$ cat config.mk
export PLATFORM = sky130hd
export DESIGN_NAME = gbe_tx_framer
export DESIGN_NICKNAME = d
export VERILOG_FILES = /design/src/gbe_pkg.sv /design/src/gbe_tx_framer.sv
export SDC_FILE = /design/constraint.sdc
export NUM_CORES = 1
export LEC_CHECK = 0
export ABC_CLOCK_PERIOD_IN_PS = 21400
export BUFFER_PORTS_ARGS = -buffer_cell sky130_fd_sc_hd__buf_2
export CORE_AREA = 2 2 417 419
export DETAILED_ROUTE_END_ITERATION = 6
export DIE_AREA = 0 0 419 421
export MAX_ROUTING_LAYER = met4
export PLACE_DENSITY = 0.39
export SYNTH_ARGS = -nofsm -noshare
export SYNTH_HDL_FRONTEND = slang
export SYNTH_SLANG_ARGS = --single-unit
$ cat constraint.sdc
create_clock -name user_clk -period 21.4 [get_ports user_clk]
set_input_delay 1.07 -clock user_clk [delete_from_list [all_inputs] [get_ports user_clk]]
set_output_delay 1.07 -clock user_clk [all_outputs]
set_load 0.01 [all_outputs]
$ cat src/gbe_pkg.sv
package gbe_pkg;

    // Beat and field widths of the user stream
    localparam int DATA_W  = 512;
    localparam int VALID_W = 4;
    localparam int IP_W    = 32;
    localparam int PORT_W  = 16;

    // Header fields occupy the low bits of a header beat
    localparam int HDR_W     = 2 * IP_W + 2 * PORT_W;
    localparam int HDR_PAD_W = DATA_W - HDR_W;

    // Link word is the data beat plus two marker bits
    localparam int BEAT_W = DATA_W + 2;

    // One full 512-bit beat, payload or header
    typedef logic [DATA_W-1:0] data_word_t;

    // IPv4 address
    typedef logic [IP_W-1:0] ip_addr_t;

    // UDP port number
    typedef logic [PORT_W-1:0] udp_port_t;

    // Addressing carried in the header beat
    // Source fields are the sender's own address
    typedef struct packed {
        ip_addr_t  src_ip;
        udp_port_t src_port;
        ip_addr_t  dst_ip;
        udp_port_t dst_port;
    } frame_hdr_t;

    // Word stored in the frame FIFO
    // is_header marks the first beat of a frame, eof the last payload beat
    typedef struct packed {
        logic       is_header;
        logic       eof;
        data_word_t data;
    } link_beat_t;

    // Receive parser states
    typedef enum logic {
        RX_HEADER  = 1'b0,
        RX_PAYLOAD = 1'b1
    } rx_state_t;

endpackage
$ cat src/gbe_tx_framer.sv
`timescale 1ns/1ps

module gbe_tx_framer #(
    parameter gbe_pkg::ip_addr_t  LOCAL_IP   = 32'h0a00_0001,
    parameter gbe_pkg::udp_port_t LOCAL_PORT = 16'd10000
) (
    input  logic                         user_clk,
    input  logic                         rst_n,
    input  gbe_pkg::data_word_t          gbe_tx_data,
    input  logic [gbe_pkg::VALID_W-1:0]  gbe_tx_valid,
    input  logic                         gbe_tx_end_of_frame,
    input  gbe_pkg::ip_addr_t            gbe_tx_dest_ip,
    input  gbe_pkg::udp_port_t           gbe_tx_dest_port,
    input  logic                         full,
    output logic                         wr_en,
    output gbe_pkg::link_beat_t          wr_beat,
    output logic                         gbe_tx_overflow
);

    import gbe_pkg::*;

    logic       accept;
    logic       in_frame;
    logic       last_eof;
    logic       drop_active;
    logic       frame_start;
    logic       gap_violation;
    logic       hdr_write;
    logic       discard;
    frame_hdr_t tx_hdr;

    // Payload delay stage ahead of the output register
    logic       s1_valid;
    logic       s1_eof;
    data_word_t s1_data;

    // Any strobe bit counts as a beat
    assign accept = |gbe_tx_valid;

    assign frame_start = accept && !in_frame;

    // A header one cycle after an eof would collide with that eof's payload write
    assign gap_violation = frame_start && last_eof;
    assign hdr_write     = frame_start && !gap_violation;

    // Beats of a frame that lost its header slot
    assign discard = accept && (drop_active || gap_violation);

    // Header built from the destination seen with the first beat
    always_comb begin
        tx_hdr.src_ip   = LOCAL_IP;
        tx_hdr.src_port = LOCAL_PORT;
        tx_hdr.dst_ip   = gbe_tx_dest_ip;
        tx_hdr.dst_port = gbe_tx_dest_port;
    end

    // Frame boundary tracking
    always_ff @(posedge user_clk) begin
        if (!rst_n) begin
            in_frame    <= 1'b0;
            last_eof    <= 1'b0;
            drop_active <= 1'b0;
        end else begin
            last_eof <= accept && gbe_tx_end_of_frame;
            if (accept) begin
                in_frame    <= !gbe_tx_end_of_frame;
                drop_active <= discard && !gbe_tx_end_of_frame;
            end
        end
    end

    always_ff @(posedge user_clk) begin
        if (!rst_n) begin
            s1_valid <= 1'b0;
        end else begin
            s1_valid <= accept && !discard;
        end
    end

    always_ff @(posedge user_clk) begin
        if (accept) begin
            s1_data <= gbe_tx_data;
            s1_eof  <= gbe_tx_end_of_frame;
        end
    end

    // Output stage, header one cycle after the first beat,
    // payload two cycles after its beat
    always_ff @(posedge user_clk) begin
        if (!rst_n) begin
            wr_en <= 1'b0;
        end else begin
            wr_en <= hdr_write || s1_valid;
        end
    end

    always_ff @(posedge user_clk) begin
        if (hdr_write) begin
            wr_beat.is_header <= 1'b1;
            wr_beat.eof       <= 1'b0;
            wr_beat.data      <= {{HDR_PAD_W{1'b0}}, tx_hdr};
        end else begin
            wr_beat.is_header <= 1'b0;
            wr_beat.eof       <= s1_eof;
            wr_beat.data      <= s1_data;
        end
    end

    // Sticky until reset
    always_ff @(posedge user_clk) begin
        if (!rst_n) begin
            gbe_tx_overflow <= 1'b0;
        end else if (gap_violation || (wr_en && full)) begin
            gbe_tx_overflow <= 1'b1;
        end
    end

endmodule

==> metrics <==
slew at the pin with the worst max-slew slack 1110 ps; DR vias/cell 3.19; post-synthesis area per instance 18.4 µm²; drt total wl 102000 µm; die width 419 µm; Synth Area in Adders 0%; Max stage delay cell, worst path buf_4; Die Y 421 µm; HP Class reg2reg; total track usage 11.5%; half-perimeter wire length after placement 77700 µm; post-synthesis cell count 1620; Placer Congestion 0.880; Slew Limit Fails 0; cts bufs inserted 115; post-route setup TNS 0 ps; global-route wire length before repair 136000 µm; CP Cell Sequence buf_2 -> nor4_2 -> or3_4 -> buf_4 -> buf_4 -> buf_4 -> and2_1; Residual DRC 0; clock tree root buffer cell clkbuf_16; MaxCap Viol Count 0; Seq/Total Area, Yosys 86.4%; clk buf depth 3; num ports 1084; cell area power density 111 nW/µm²; vias after detailed routing 16700; cells resized by post-CTS repair 0; Synth Register Bits 1033; die footprint 176000 µm²; Fin Clk Skew 23.8 ps; worst endpoint required time 22040 ps; post-DR wirelength/cell 19.5 µm; row count 153; clock sinks 1033; Setup crit start kind input pin; Synth Cell Area 29900 µm²; number of global-route vias before repair 17000; Max transition margin 26.0%; Crit path max-delay family buffers and inverters; core area 172000 µm²; multiplexer area fraction after synthesis 2.41%; Setup WS post-layout 17180 ps; Synth Area in Compound Gates 0.0880%; Layout area overhead 40.7%; most common cell after layout, fill and taps aside buf_2; H-tree levels 3; largest family of logic cells by synthesized area simple AND/OR/NAND/NOR gates; crit path DAT 4860 ps; minimum clock period 4220 ps; grt total ovfl 0; post-route ant nets 0; Final period util 19.7%; DP Worst Slack 16260 ps; placed inst area 38000 µm²; share of layout cells above drive strength 1 46.0%; Post-CTS Setup Inserts 0; maximum VDD drop 0.0623 mV; synth warn 0; Post-Synth Simple-Gate Area 9.92%; most frequent cells in the layout buf_2, dfxtp_1, edfxtp_1, and2_1, clkbuf_16; PortBufs 1083; Initial Util 17.3%; Starting DRT DRC Count 736; DRT Pass-1 Iters 4; Leakage Power 18.1 nW; synthesized net count 2188; CP max FO 92; initial antenna violation count 42; Clk Latency, worst-skew pair 720 ps; crit-path max cell delay 700 ps; xor and xnor area share after synthesis 0%; RSZ-0062 raised after global routing false; cell repeated most along the worst path buf_4; status complete, no violations; Hold Buf Count CTS 0; post-synth cell types 21; worst path bufs/invs 4; pin count of the biggest net entering global routing 109; final hold violation count 0; Layout Nets 3343; post-route cell area 42000 µm²; TritonCTS clock tree built; Setup CP Type in2reg; final setup violating endpoints 0; clk slew on worst S/H paths 60 ps; Achievable Freq 0.237 GHz; CP endpoint kind register
-- cell families (layout without fill, tap and decap cells) --
kind of cell,after synthesis,in the layout
DFF,1033,1033
buffers and inverters,60,1317
other,0,28
and+or+nand+nor,475,475
AOI/OAI and AO/OA,4,4
muxes,48,48
-- stage by stage --
stage | util [%] | power [mW] | hold WS, ps | cells
2_1_floorplan | - | 2.46 | 400 | 1620
3_3_place_gp | 22.0 | 2.67 | 407 | 4983
3_5_place_dp | 22.0 | 2.68 | 409 | 4983
4_1_cts | 24.3 | 4.77 | 407 | 5202
5_1_grt | 24.3 | 4.87 | 424 | 5217
6_report | 24.4 | 4.68 | 421 | 5230
-- where the power goes --
group | leakage [nW] | internal, mW | switching [mW]
Sequential | 9.71 | 2.24 | 0.0531
Clock | 1.95 | 1.25 | 0.810
Combinational | 6.41 | 0.145 | 0.181
-- registers in the layout, indices dropped and copies added, names as in the netlist --
name / count
wr_beat: 514
s1_data: 512
drop_active: 1
gbe_tx_overflow: 1
in_frame: 1
last_eof: 1
s1_eof: 1
s1_valid: 1
wr_en: 1
-- cell usage after synthesis --
library cell    n  share of area, %
edfxtp_1      513                52
dfxtp_1       520                35
buf_6           5              0.19
clkbuf_1        1             0.013
mux2_4         48               2.4
inv_4           1             0.021
nor4_2          1             0.042
and2_1        457               9.6
o21a_1          1             0.025
nor2b_1         2             0.042
nand2b_1        8              0.17
or3_1           1             0.021
nor3_1          1             0.017
o21ai_0         1             0.017
a221oi_1        1             0.029
nand2_1         1             0.013
inv_1           2             0.025
nor2_1          4             0.050
buf_4           6              0.15
clkbuf_2       45              0.75
a21oi_1         1             0.017
-- per-layer routing --
layer / part of all wire [%] / global-route usage, %
met1: 37 / 11.9
met2: 51 / 19.9
met3: 9.0 / 4.66
met4: 3.0 / 3.35
met5: 0 / -
-- area by class of cell --
cell class                 instances  area, µm²
timing repair buffer            1095       5510
fill                           18100     130000
sequential                      1033      25800
antenna                           28       70.1
tap                             2325       2910
clock inverter                    48        644
inverter                           3       21.3
clock buffer                     171       3330
multi-input combinational        527       3720
-- worst paths after layout --
path | start | endpoint | slack (ps) | depth (start not counted)
max reg2reg | in_frame | wr_beat[143] | 18070 | 5
min | s1_data[57] | wr_beat[57] | 420 | 1
max | gbe_tx_valid[2] | wr_beat[143] | 17180 | 7
min reg2reg | s1_data[57] | wr_beat[57] | 420 | 1
Power figures use the tool's default switching activity.
