**src/gbe_pkg.sv**
```systemverilog
package gbe_pkg;

    // Beat and field widths of the user stream
    localparam int DATA_W  = 512;
    localparam int VALID_W = 4;
    localparam int IP_W    = 32;
    localparam int PORT_W  = 16;

    // Header fields occupy the low bits of a header beat
    localparam int HDR_W     = 2 * IP_W + 2 * PORT_W;
    localparam int HDR_PAD_W = DATA_W - HDR_W;

    // Link word is the data beat plus two marker bits
    localparam int BEAT_W = DATA_W + 2;

    // One full 512-bit beat, payload or header
    typedef logic [DATA_W-1:0] data_word_t;

    // IPv4 address
    typedef logic [IP_W-1:0] ip_addr_t;

    // UDP port number
    typedef logic [PORT_W-1:0] udp_port_t;

    // Addressing carried in the header beat
    // Source fields are the sender's own address
    typedef struct packed {
        ip_addr_t  src_ip;
        udp_port_t src_port;
        ip_addr_t  dst_ip;
        udp_port_t dst_port;
    } frame_hdr_t;

    // Word stored in the frame FIFO
    // is_header marks the first beat of a frame, eof the last payload beat
    typedef struct packed {
        logic       is_header;
        logic       eof;
        data_word_t data;
    } link_beat_t;

    // Receive parser states
    typedef enum logic {
        RX_HEADER  = 1'b0,
        RX_PAYLOAD = 1'b1
    } rx_state_t;

endpackage
```
**src/gbe_rx_parser.sv**
```systemverilog
`timescale 1ns/1ps

module gbe_rx_parser #(
    parameter gbe_pkg::ip_addr_t  LOCAL_IP   = 32'h0a00_0001,
    parameter gbe_pkg::udp_port_t LOCAL_PORT = 16'd10000
) (
    input  logic                         user_clk,
    input  logic                         rst_n,
    input  gbe_pkg::link_beat_t          head,
    input  logic                         empty,
    input  logic                         gbe_rx_ack,
    output logic                         rd_en,
    output gbe_pkg::data_word_t          gbe_rx_data,
    output logic [gbe_pkg::VALID_W-1:0]  gbe_rx_valid,
    output logic                         gbe_rx_end_of_frame,
    output logic                         gbe_rx_bad_frame,
    output gbe_pkg::ip_addr_t            gbe_rx_source_ip,
    output gbe_pkg::ip_addr_t            gbe_rx_dest_ip,
    output gbe_pkg::udp_port_t           gbe_rx_source_port,
    output gbe_pkg::udp_port_t           gbe_rx_dest_port
);

    import gbe_pkg::*;

    rx_state_t  state;
    rx_state_t  state_next;
    frame_hdr_t head_hdr;
    logic       payload_valid;
    logic       hdr_pop;
    logic       addr_mismatch;

    // Header fields sit in the low bits of the header beat
    assign head_hdr = head.data[HDR_W-1:0];

    assign payload_valid = (state == RX_PAYLOAD) && !empty;
    assign hdr_pop       = (state == RX_HEADER) && !empty && head.is_header;

    // Next state and pop control
    always_comb begin
        rd_en      = 1'b0;
        state_next = state;
        case (state)
            RX_HEADER: begin
                // Header is stripped without an ack
                // Stray payload beats are dropped to resync after a loss
                if (!empty) begin
                    rd_en = 1'b1;
                    if (head.is_header) begin
                        state_next = RX_PAYLOAD;
                    end
                end
            end
            RX_PAYLOAD: begin
                if (payload_valid && gbe_rx_ack) begin
                    rd_en = 1'b1;
                    if (head.eof) begin
                        state_next = RX_HEADER;
                    end
                end
            end
            default: begin
                state_next = RX_HEADER;
            end
        endcase
    end

    always_ff @(posedge user_clk) begin
        if (!rst_n) begin
            state <= RX_HEADER;
        end else begin
            state <= state_next;
        end
    end

    // Address fields held for the whole frame
    always_ff @(posedge user_clk) begin
        if (hdr_pop) begin
            gbe_rx_source_ip   <= head_hdr.src_ip;
            gbe_rx_source_port <= head_hdr.src_port;
            gbe_rx_dest_ip     <= head_hdr.dst_ip;
            gbe_rx_dest_port   <= head_hdr.dst_port;
        end
    end

    // Evaluated once per frame on the header
    always_ff @(posedge user_clk) begin
        if (!rst_n) begin
            addr_mismatch <= 1'b0;
        end else if (hdr_pop) begin
            addr_mismatch <= (head_hdr.dst_ip != LOCAL_IP) ||
                             (head_hdr.dst_port != LOCAL_PORT);
        end
    end

    // Payload presented straight from the FIFO head
    assign gbe_rx_data         = head.data;
    assign gbe_rx_valid        = {VALID_W{payload_valid}};
    assign gbe_rx_end_of_frame = payload_valid && head.eof;

    // Mismatched frames are still delivered, only flagged
    assign gbe_rx_bad_frame = gbe_rx_end_of_frame && addr_mismatch;

endmodule

```
**config.mk**
```make
export PLATFORM = sky130hd
export DESIGN_NAME = gbe_rx_parser
export DESIGN_NICKNAME = d
export VERILOG_FILES = /design/src/gbe_pkg.sv /design/src/gbe_rx_parser.sv
export SDC_FILE = /design/constraint.sdc
export NUM_CORES = 1
export LEC_CHECK = 0
export BUFFER_PORTS_ARGS = -buffer_cell sky130_fd_sc_hd__buf_4
export CORE_AREA = 4 4 443 445
export DETAILED_ROUTE_END_ITERATION = 6
export DIE_AREA = 0 0 447 449
export PLACE_DENSITY = 0.3
export SLEW_MARGIN = 20
export SYNTH_ARGS = -nofsm -noshare
export SYNTH_HDL_FRONTEND = slang
export SYNTH_SLANG_ARGS = --single-unit
```
**constraint.sdc**
```tcl
create_clock -name user_clk -period 6.17 [get_ports user_clk]
set_clock_uncertainty 0.15 [all_clocks]
set_input_delay 0.3085 -clock user_clk [delete_from_list [all_inputs] [get_ports user_clk]]
set_output_delay 0.3085 -clock user_clk [all_outputs]
set_load 0.1 [all_outputs]
```
==> results of run 1 <==
[final cells by class]
class	count	area, µm²	share of cell area, %
antenna	5	12.5	0.126
clock buffer	9	225	2.27
clock inverter	7	81.3	0.820
inverter	1	3.75	0.0379
multi-input combinational	27	245	2.47
sequential	98	2920	29.5
tap	2526	3160	31.9
timing repair buffer	403	3270	32.9
[where the power goes]
group          switching, W  internal (W)  total, W
clock              0.000347      0.000290  0.000637
combinational      0.000562      0.000163  0.000725
sequential        0.0000101      0.000766  0.000776
[state kept, by name, summed over array words and instances, names as in the netlist]
signal / count
addr_mismatch: 1
gbe_rx_dest_ip: 32
gbe_rx_source_port: 16
gbe_rx_dest_port: 16
gbe_rx_source_ip: 32
state: 1
[kinds of logic after synthesis]
kind of cell	share of synthesized area, %
flops	41.7
simple gates	2.71
compound gates	0.214
buf+inv	55.3
[worst max-delay path, delay by kind of cell (launching register included)]
kind	cells	cell delay [ns]
flops	1	0.41
simple gates	2	0.82
buf+inv	1	0.34
[cells in the final DEF (no fill, tap or decap), types with 2 or more instances in the layout]
| master | count |
|---|---|
| clkinv_8 | 2 |
| inv_8 | 2 |
| clkinv_4 | 2 |
| nor2b_1 | 2 |
| dfxtp_1 | 2 |
| nor4b_1 | 3 |
| nand4_1 | 2 |
| buf_4 | 305 |
| diode_2 | 5 |
| dlygate4sd3_1 | 97 |
| clkbuf_16 | 9 |
| nor4_1 | 2 |
| a21oi_1 | 2 |
| edfxtp_1 | 96 |
| nor4_2 | 5 |
[worst max-delay path by stage]
stage	endpoint	start	cells after the start	slack (ns)
2_1_floorplan	addr_mismatch	state	4	1.23
6_report	gbe_rx_bad_frame	state	3	3.72
5_1_grt	gbe_rx_bad_frame	state	3	3.51
4_1_cts	gbe_rx_bad_frame	state	3	3.54
3_5_place_dp	gbe_rx_dest_ip[25]	empty	4	3.86
3_3_place_gp	addr_mismatch	head[44]	5	2.85
[what timing repair did]
action                                 CTS  global route
gates resized for setup                  0             0
endpoints found under the hold margin   97             0
hold buffers                            97             0
[stage by stage]
| step | cells | instance area, µm² |
|---|---|---|
| finish | 3076 | 9920 |
| floorplan | 642 | 7010 |
| detailed placement | 2958 | 8630 |
| global route | 3074 | 9910 |
| global placement | 2957 | 8620 |
| CTS | 3071 | 9900 |
[metal layers]
layer | part of all wire (%) | vias up
met3 | 27 | 98
met1 | 13 | 1636
li1 | - | 1355
met5 | 0.70 | -
met4 | 2.0 | 14
met2 | 57 | 830
==> flow_metrics.py, run 1 <==
metrics = {
    "timing": {
        "fmax_mhz": 408,
        "min_period_ns": 2.45,
        "hold_viol": 0,
        "slew_viol_final": 0,
        "rsz0062_at_grt": "no",
        "whs_ns": 0.133,
        "period_share_pct": 39.7,
        "maxSlewHeadroom_pct": 45.5,
        "setup_ws_ns": 3.72,
        "setup_viol": 0,
        "tightest_slew_ns": 0.817,
        "tns_ns": 0,
    },
    "grt": {
        "grt_remaining_overflow": 0,
        "first_global_vias": 3965,
        "grt_max_degree": 56,
        "use_met3_pct": 12.8,
        "top_usage_layer": "met2",
        "use_met2_pct": 19.9,
        "antenna_found_initial": 10,
        "grt_usage_pct": 9.90,
        "grt_pass1_wl_um": 113000,
        "grt_util_met1_pct": 3.63,
    },
    "place": {
        "io_buffers": 300,
        "dp_hpwl_um": 97300,
        "pre_cts_ws_ns": 3.86,
        "place_congestion": 0.729,
    },
    "critical_path": {
        "slowest_delay_ns": 0.50,
        "cp_data_required_time_ns": 5.71,
        "endpoint_kind": "output pin",
        "critical-path-slowest-cell": "nor2b_1",
        "crit_path_max_fanout": 6,
        "r2r_setup_slack_ns": 4.01,
        "cp.arrival_ns": 1.99,
        "r2r_cells": 3,
        "r2r_end": "gbe_rx_dest_port[8]",
        "crit_path_start_kind": "register",
        "regToRegStartpoint": "state",
        "crit_type": "reg -> out",
        "crit_chain": "nor2b_1 > and3_1 > buf_4",
    },
    "yosys": {
        "yosysUniqueCellTypes": 19,
        "yosysTopAreaCellShare_pct": 55.3,
        "synthArstFlopShare_pct": 0,
        "synth_edf_count": 96,
        "yosysTopAreaCell": "buf_4",
        "synthesis.area_um2": 7010,
        "synth_commonest_cells": "buf_4 (516), edfxtp_1 (96), nor4_1 (4), nor4b_1 (4), nor4_2 (3)",
        "ys_warn_count": 0,
        "synth_cells": 642,
        "yosys-top-cells-area": "buf_4 (55%), edfxtp_1 (41%), dfxtp_1 (0.57%), nor4_2 (0.54%), nor4b_1 (0.50%)",
        "syn_avg_cell_area_um2": 10.9,
        "yosysMostFrequentCell": "buf_4",
        "ys_seq_elements": 98,
        "synth_seq_area_share_pct": 41.7,
        "syn-num-nets": 1160,
        "synth_ff_type": "edfxtp_1",
    },
    "clocking": {
        "cts_buffer_depth": 2,
        "htreeDepth": 3,
        "postCtsSetupBuffers": 0,
        "clk_transition_reported_paths_ns": 0.08,
        "numCtsBuffers": 9,
        "tritoncts": "done",
        "clkSinkCount": 98,
        "insertion_delay_ns": 0.40,
        "cts_root_buf": "clkbuf_16",
    },
    "die": {
        "core_um2": 192000,
        "ios": 1133,
        "dieWidth_um": 447,
        "fp.dieH_um": 449,
        "die_area_um2": 201000,
        "rows": 161,
        "start_util_pct": 3.65,
    },
    "power": {
        "p_leak_nw": 3.00,
        "peakVddDrop_uv": 119,
        "power_w": 0.00214,
        "power_density_nw_per_um2": 216,
    },
    "drt": {
        "drt_wl_total_um": 104000,
        "first_pass_iters": 4,
        "routed-via-count": 3933,
        "drc_errors": 0,
        "drtAntennaViolNets": 0,
        "detail_route.vias_per_cell": 1.28,
        "drt_iter0_drc": 161,
        "wire_per_inst_um": 33.6,
    },
    "final_layout": {
        "syn_to_final_growth_pct": 41.6,
        "fin_util_pct": 5.16,
        "fill_cells": 22700,
        "fin_nets": 1058,
        "drive_gt1_share_pct": 60.7,
    },
    "worst_hold_path": {
        "min_path_type": "in -> reg",
        "min_to": "state",
        "hp-start": "gbe_rx_ack",
        "hold_path_depth": 4,
    },
    "job": {
        "cap_violations": 0,
    },
    "status": {
        "status": "completed",
    },
}
Note: power is estimated with default switching activity, not from simulation.
==> inputs of run 2 (changes only) <==
- CORE_AREA: 4 4 443 445 -> 4 4 441 443
- DIE_AREA: 0 0 447 449 -> 0 0 445 447
- clock period: 6.17 -> 2 ns (I/O delays scaled with it)
==> flow_metrics.py, run 2 (synthesis results as in run 1) <==
metrics = {
    "die": {
        "start_util_pct": 3.69,
        "die_area_um2": 199000,
        "fp.dieH_um": 447,
        "ios": 1133,
        "dieWidth_um": 445,
        "core_um2": 190000,
        "rows": 160,
    },
    "final_layout": {
        "final_common_cell": "buf_4",
        "drive_gt1_share_pct": 61.5,
        "syn_to_final_growth_pct": 42.6,
        "fin_nets": 1066,
        "largestRegisters": "gbe_rx_dest_ip x32, gbe_rx_source_ip x32",
        "layout_common_cells": "buf_4 (309), dlygate4sd3_1 (99), edfxtp_1 (96)",
    },
    "critical_path": {
        "critical-path-slowest-cell": "dfxtp_2",
        "r2r_setup_slack_ns": 0.35,
        "critPathBufInv": 1,
        "crit_path_max_fanout": 6,
        "slowest_delay_ns": 0.37,
        "cp.arrival_ns": 1.64,
        "crit_chain": "nor2b_1 > and3_1 > buf_4",
        "cp_data_required_time_ns": 1.75,
        "crit_path_start_kind": "register",
        "r2r_end": "state",
        "endpoint_kind": "output pin",
        "path_delay_family": "simple AND/OR/NAND/NOR gates",
        "regToRegStartpoint": "state",
        "crit_type": "reg -> out",
        "r2r_cells": 5,
    },
    "drt": {
        "drc_errors": 0,
        "first_pass_iters": 4,
        "wire_per_inst_um": 32.4,
        "drt_iter0_drc": 161,
        "detail_route.vias_per_cell": 1.27,
        "drt_wl_total_um": 99300,
        "routed-via-count": 3904,
        "drtAntennaViolNets": 0,
    },
    "clocking": {
        "postCtsSetupBuffers": 0,
        "insertion_delay_ns": 0.39,
        "cts_buffer_depth": 2,
        "cts_root_buf": "clkbuf_16",
        "htreeDepth": 3,
        "tritoncts": "done",
        "clkSinkCount": 98,
        "numCtsBuffers": 9,
        "clk_transition_reported_paths_ns": 0.10,
    },
    "place": {
        "pre_cts_ws_ns": -0.174,
        "dp_hpwl_um": 92700,
        "io_buffers": 300,
        "place_congestion": 0.707,
    },
    "grt": {
        "grt_remaining_overflow": 0,
        "grt_pass1_wl_um": 107000,
        "antenna_found_initial": 7,
        "grt_max_degree": 39,
        "first_global_vias": 4057,
        "grt_usage_pct": 9.50,
    },
    "power": {
        "clkPwrFrac_pct": 29.6,
        "p_seq_share_pct": 36.2,
        "switching_share_pct": 43.0,
        "power_density_nw_per_um2": 663,
        "peakVddDrop_uv": 433,
        "switchingPower_w": 0.00285,
        "p_int_w": 0.00378,
        "pwr-share-comb_pct": 34.2,
        "p_leak_nw": 3.04,
    },
    "worst_hold_path": {
        "hold_path_depth": 5,
        "hp-start": "head[18]",
        "min_path_type": "in -> reg",
        "min_to": "addr_mismatch",
    },
    "timing": {
        "whs_ns": 0.0399,
        "fmax_mhz": 530,
        "tightest_slew_ns": 0.851,
        "hold_viol": 0,
        "min_period_ns": 1.89,
        "setup_ws_ns": 0.115,
        "period_share_pct": 94.3,
        "rsz0062_at_grt": "no",
        "maxSlewHeadroom_pct": 43.1,
        "slew_viol_final": 0,
        "tns_ns": 0,
        "setup_viol": 0,
    },
    "status": {
        "status": "completed",
    },
    "job": {
        "cap_violations": 0,
    },
}
==> run 2: how the worst max path moves through the flow <==
stage | end | slack [ns] | depth (start not counted) | start
4_1_cts | gbe_rx_bad_frame | 0.05 | 3 | state
3_3_place_gp | addr_mismatch | -0.28 | 5 | head[17]
2_1_floorplan | addr_mismatch | -1.54 | 4 | state
5_1_grt | gbe_rx_bad_frame | 0.03 | 3 | state
6_report | gbe_rx_bad_frame | 0.11 | 3 | state
3_5_place_dp | addr_mismatch | -0.17 | 5 | head[17]
==> run 2: cell type report <==
class,count,area (µm²)
Clock inverter,7,76.3
Multi-Input combinational cell,27,243
Timing Repair Buffer,411,3370
Antenna cell,2,5.00
Clock buffer,9,225
Inverter,1,3.75
Fill cell,22300,180000
Tap cell,2511,3140
Sequential cell,98,2930
==> run 2: layer usage <==
layer,wire [µm],track usage [%]
met5,152,0.513
met4,1810,2.05
met2,57500,19.3
met3,25500,11.8
met1,14200,3.80
==> run 2: worst min-delay path: cells and delay by family <==
| kind | cells | cell delay, ns |
|---|---|---|
| and+or+nand+nor | 4 | 0.35 |
| buffers and inverters | 1 | 0.10 |
==> run 2: power by group through the flow <==
stage	Combinational, W	Clock, W	Sequential [W]
final	0.00227	0.00196	0.00240
after global routing	0.00233	0.00217	0.00241
after CTS	0.00231	0.00214	0.00240
after detailed placement	0.00213	0	0.00245
after global placement	0.00214	0	0.00245
after floorplan	0.00492	0	0.00304
==> run 2: timing repair <==
| item | CTS | global route |
|---|---|---|
| endpoints found under the setup margin | 1 | 1 |
| endpoints found under the hold margin | 101 | 0 |
| hold buffers | 99 | 0 |
| gates resized for setup | 1 | 1 |
==> run 2: through the flow <==
stage	std cells	instance area [µm²]	utilization [%]	total power (W)
after detailed placement	2949	8690	4.57	0.00458
after global placement	2949	8690	4.57	0.00459
after floorplan	642	7010	-	0.00797
final	3066	9990	5.26	0.00663
after global routing	3064	9990	5.26	0.00691
after CTS	3064	9980	5.25	0.00685
==> inputs of run 3 (changes only) <==
- CELL_PAD_IN_SITES_DETAIL_PLACEMENT: default -> 0
- CELL_PAD_IN_SITES_GLOBAL_PLACEMENT: default -> 1
- CORE_AREA: 4 4 441 443 -> 4 4 444 446
- DIE_AREA: 0 0 445 447 -> 0 0 448 450
- PLACE_DENSITY: 0.3 -> 0.34
==> flow_metrics.py, run 3 (synthesis results as in run 1) <==
metrics = {
    "clocking": {
        "clk_transition_reported_paths_ns": 0.08,
        "htreeDepth": 3,
        "clkSinkCount": 98,
        "tritoncts": "done",
        "cts_root_buf": "clkbuf_16",
        "insertion_delay_ns": 0.40,
        "cts_buffer_depth": 2,
        "numCtsBuffers": 9,
        "postCtsSetupBuffers": 0,
    },
    "worst_hold_path": {
        "min_path_type": "in -> out",
        "hold_path_depth": 0,
    },
    "job": {
        "cap_violations": 0,
    },
    "power": {
        "p_leak_nw": 3.06,
        "p_int_w": 0.00378,
        "clkPwrFrac_pct": 29.1,
        "switching_share_pct": 42.8,
        "p_seq_share_pct": 36.3,
        "peakVddDrop_uv": 365,
        "pwr-share-comb_pct": 34.6,
        "power_density_nw_per_um2": 658,
        "switchingPower_w": 0.00283,
    },
    "critical_path": {
        "r2r_end": "gbe_rx_source_ip[16]",
        "setup.worst_path.end": "addr_mismatch",
        "crit_type": "in -> reg",
        "slowest_delay_ns": 0.61,
        "critPathMostFrequentCell": "buf_4",
        "r2r_cells": 3,
        "crit_start": "head[15]",
        "endpoint_kind": "register",
        "critical-path-slowest-cell": "dlygate4sd3_1",
        "r2r_setup_slack_ns": 0.42,
        "path_delay_family": "buffers and inverters",
        "cp.arrival_ns": 2.07,
        "cp_num_cells": 8,
        "crit_path_start_kind": "primary input",
        "crit_path_max_fanout": 3,
        "regToRegStartpoint": "state",
        "cp_data_required_time_ns": 2.15,
        "crit_chain": "dlygate4sd3_1 > buf_4 > nor4b_2 > buf_4 > nand4_1 > buf_4 > nor4_1 > nor2_1",
        "critPathBufInv": 4,
    },
    "final_layout": {
        "drive_gt1_share_pct": 61.0,
        "fin_nets": 1070,
        "design_area_um2": 10000,
        "final_common_cell": "buf_4",
        "layout_common_cells": "buf_4 (314), dlygate4sd3_1 (99), edfxtp_1 (96)",
        "final_cells": 3096,
        "syn_to_final_growth_pct": 43.4,
        "largestRegisters": "gbe_rx_dest_ip x32, gbe_rx_source_ip x32",
    },
    "drt": {
        "detail_route.vias_per_cell": 1.27,
        "first_pass_iters": 4,
        "routed-via-count": 3934,
        "drtAntennaViolNets": 0,
        "drc_errors": 0,
        "wire_per_inst_um": 33.9,
        "drt_iter0_drc": 156,
        "drt_wl_total_um": 105000,
    },
    "place": {
        "dp_cells": 2968,
        "place_congestion": 0.733,
        "place_area_um2": 8720,
        "io_buffers": 300,
        "dp_hpwl_um": 99200,
    },
    "die": {
        "fp.dieH_um": 450,
        "core_um2": 193000,
        "ios": 1133,
        "die_area_um2": 202000,
        "start_util_pct": 3.64,
        "rows": 161,
        "dieWidth_um": 448,
    },
    "grt": {
        "grt_max_degree": 40,
        "grt_usage_pct": 10.0,
        "grt_pass1_wl_um": 114000,
        "first_global_vias": 4029,
        "antenna_found_initial": 23,
        "grt_remaining_overflow": 0,
    },
    "timing": {
        "tns_ns": 0,
        "setup_viol": 0,
        "maxSlewHeadroom_pct": 56.3,
        "fmax_mhz": 520,
        "tightest_slew_ns": 0.647,
        "slew_viol_final": 0,
        "rsz0062_at_grt": "no",
        "hold_viol": 0,
        "period_share_pct": 96.2,
        "min_period_ns": 1.92,
    },
    "status": {
        "status": "completed",
    },
}
[run 3: worst min-delay path by stage]
stage | start | slack, ns | endpoint
floorplan | head[16] | 0.05 | gbe_rx_dest_ip[0]
global placement | head[156] | 0.05 | gbe_rx_data[156]
detailed placement | head[156] | 0.05 | gbe_rx_data[156]
CTS | empty | 0.005 | gbe_rx_dest_port[3]
global route | empty | 0.04 | gbe_rx_dest_port[3]
finish | head[132] | 0.05 | gbe_rx_data[132]
[run 3: metal layers]
layer | routed length, µm | global-route usage [%]
met5 | 340 | 0.962
met4 | 1290 | 1.71
met3 | 29000 | 13.1
met2 | 56700 | 19.0
met1 | 17700 | 4.79
[run 3: power by group through the flow]
stage | sequential [W] | combinational, W | clock (W)
2_1_floorplan | 0.00304 | 0.00492 | 0
3_3_place_gp | 0.00245 | 0.00213 | 0
3_5_place_dp | 0.00244 | 0.00212 | 0
4_1_cts | 0.00240 | 0.00233 | 0.00211
5_1_grt | 0.00241 | 0.00235 | 0.00216
6_report | 0.00240 | 0.00229 | 0.00192
[run 3: what timing repair did]
item	CTS	global route
hold buffers	99	0
gates resized for setup	0	0
endpoints found under the hold margin	98	0
[run 3: stage by stage]
step / setup slack (ns) / hold slack (ns) / power, W / utilization, %
2_1_floorplan: -1.54 / 0.0489 / 0.00797 / -
3_3_place_gp: 0.0255 / 0.0507 / 0.00458 / 4.53
3_5_place_dp: 0.196 / 0.0507 / 0.00457 / 4.53
4_1_cts: 0.0386 / 0.00518 / 0.00684 / 5.20
5_1_grt: 0.00455 / 0.0363 / 0.00692 / 5.20
6_report: 0.0756 / 0.0500 / 0.00661 / 5.22
[run 3: layout make-up]
type,count,area (µm²)
Fill cell,22600,183000
Tap cell,2526,3160
Multi-Input combinational cell,27,233
Clock buffer,9,225
Timing Repair Buffer,415,3390
Sequential cell,98,2920
Antenna cell,13,32.5
Clock inverter,7,76.3
Inverter,1,3.75
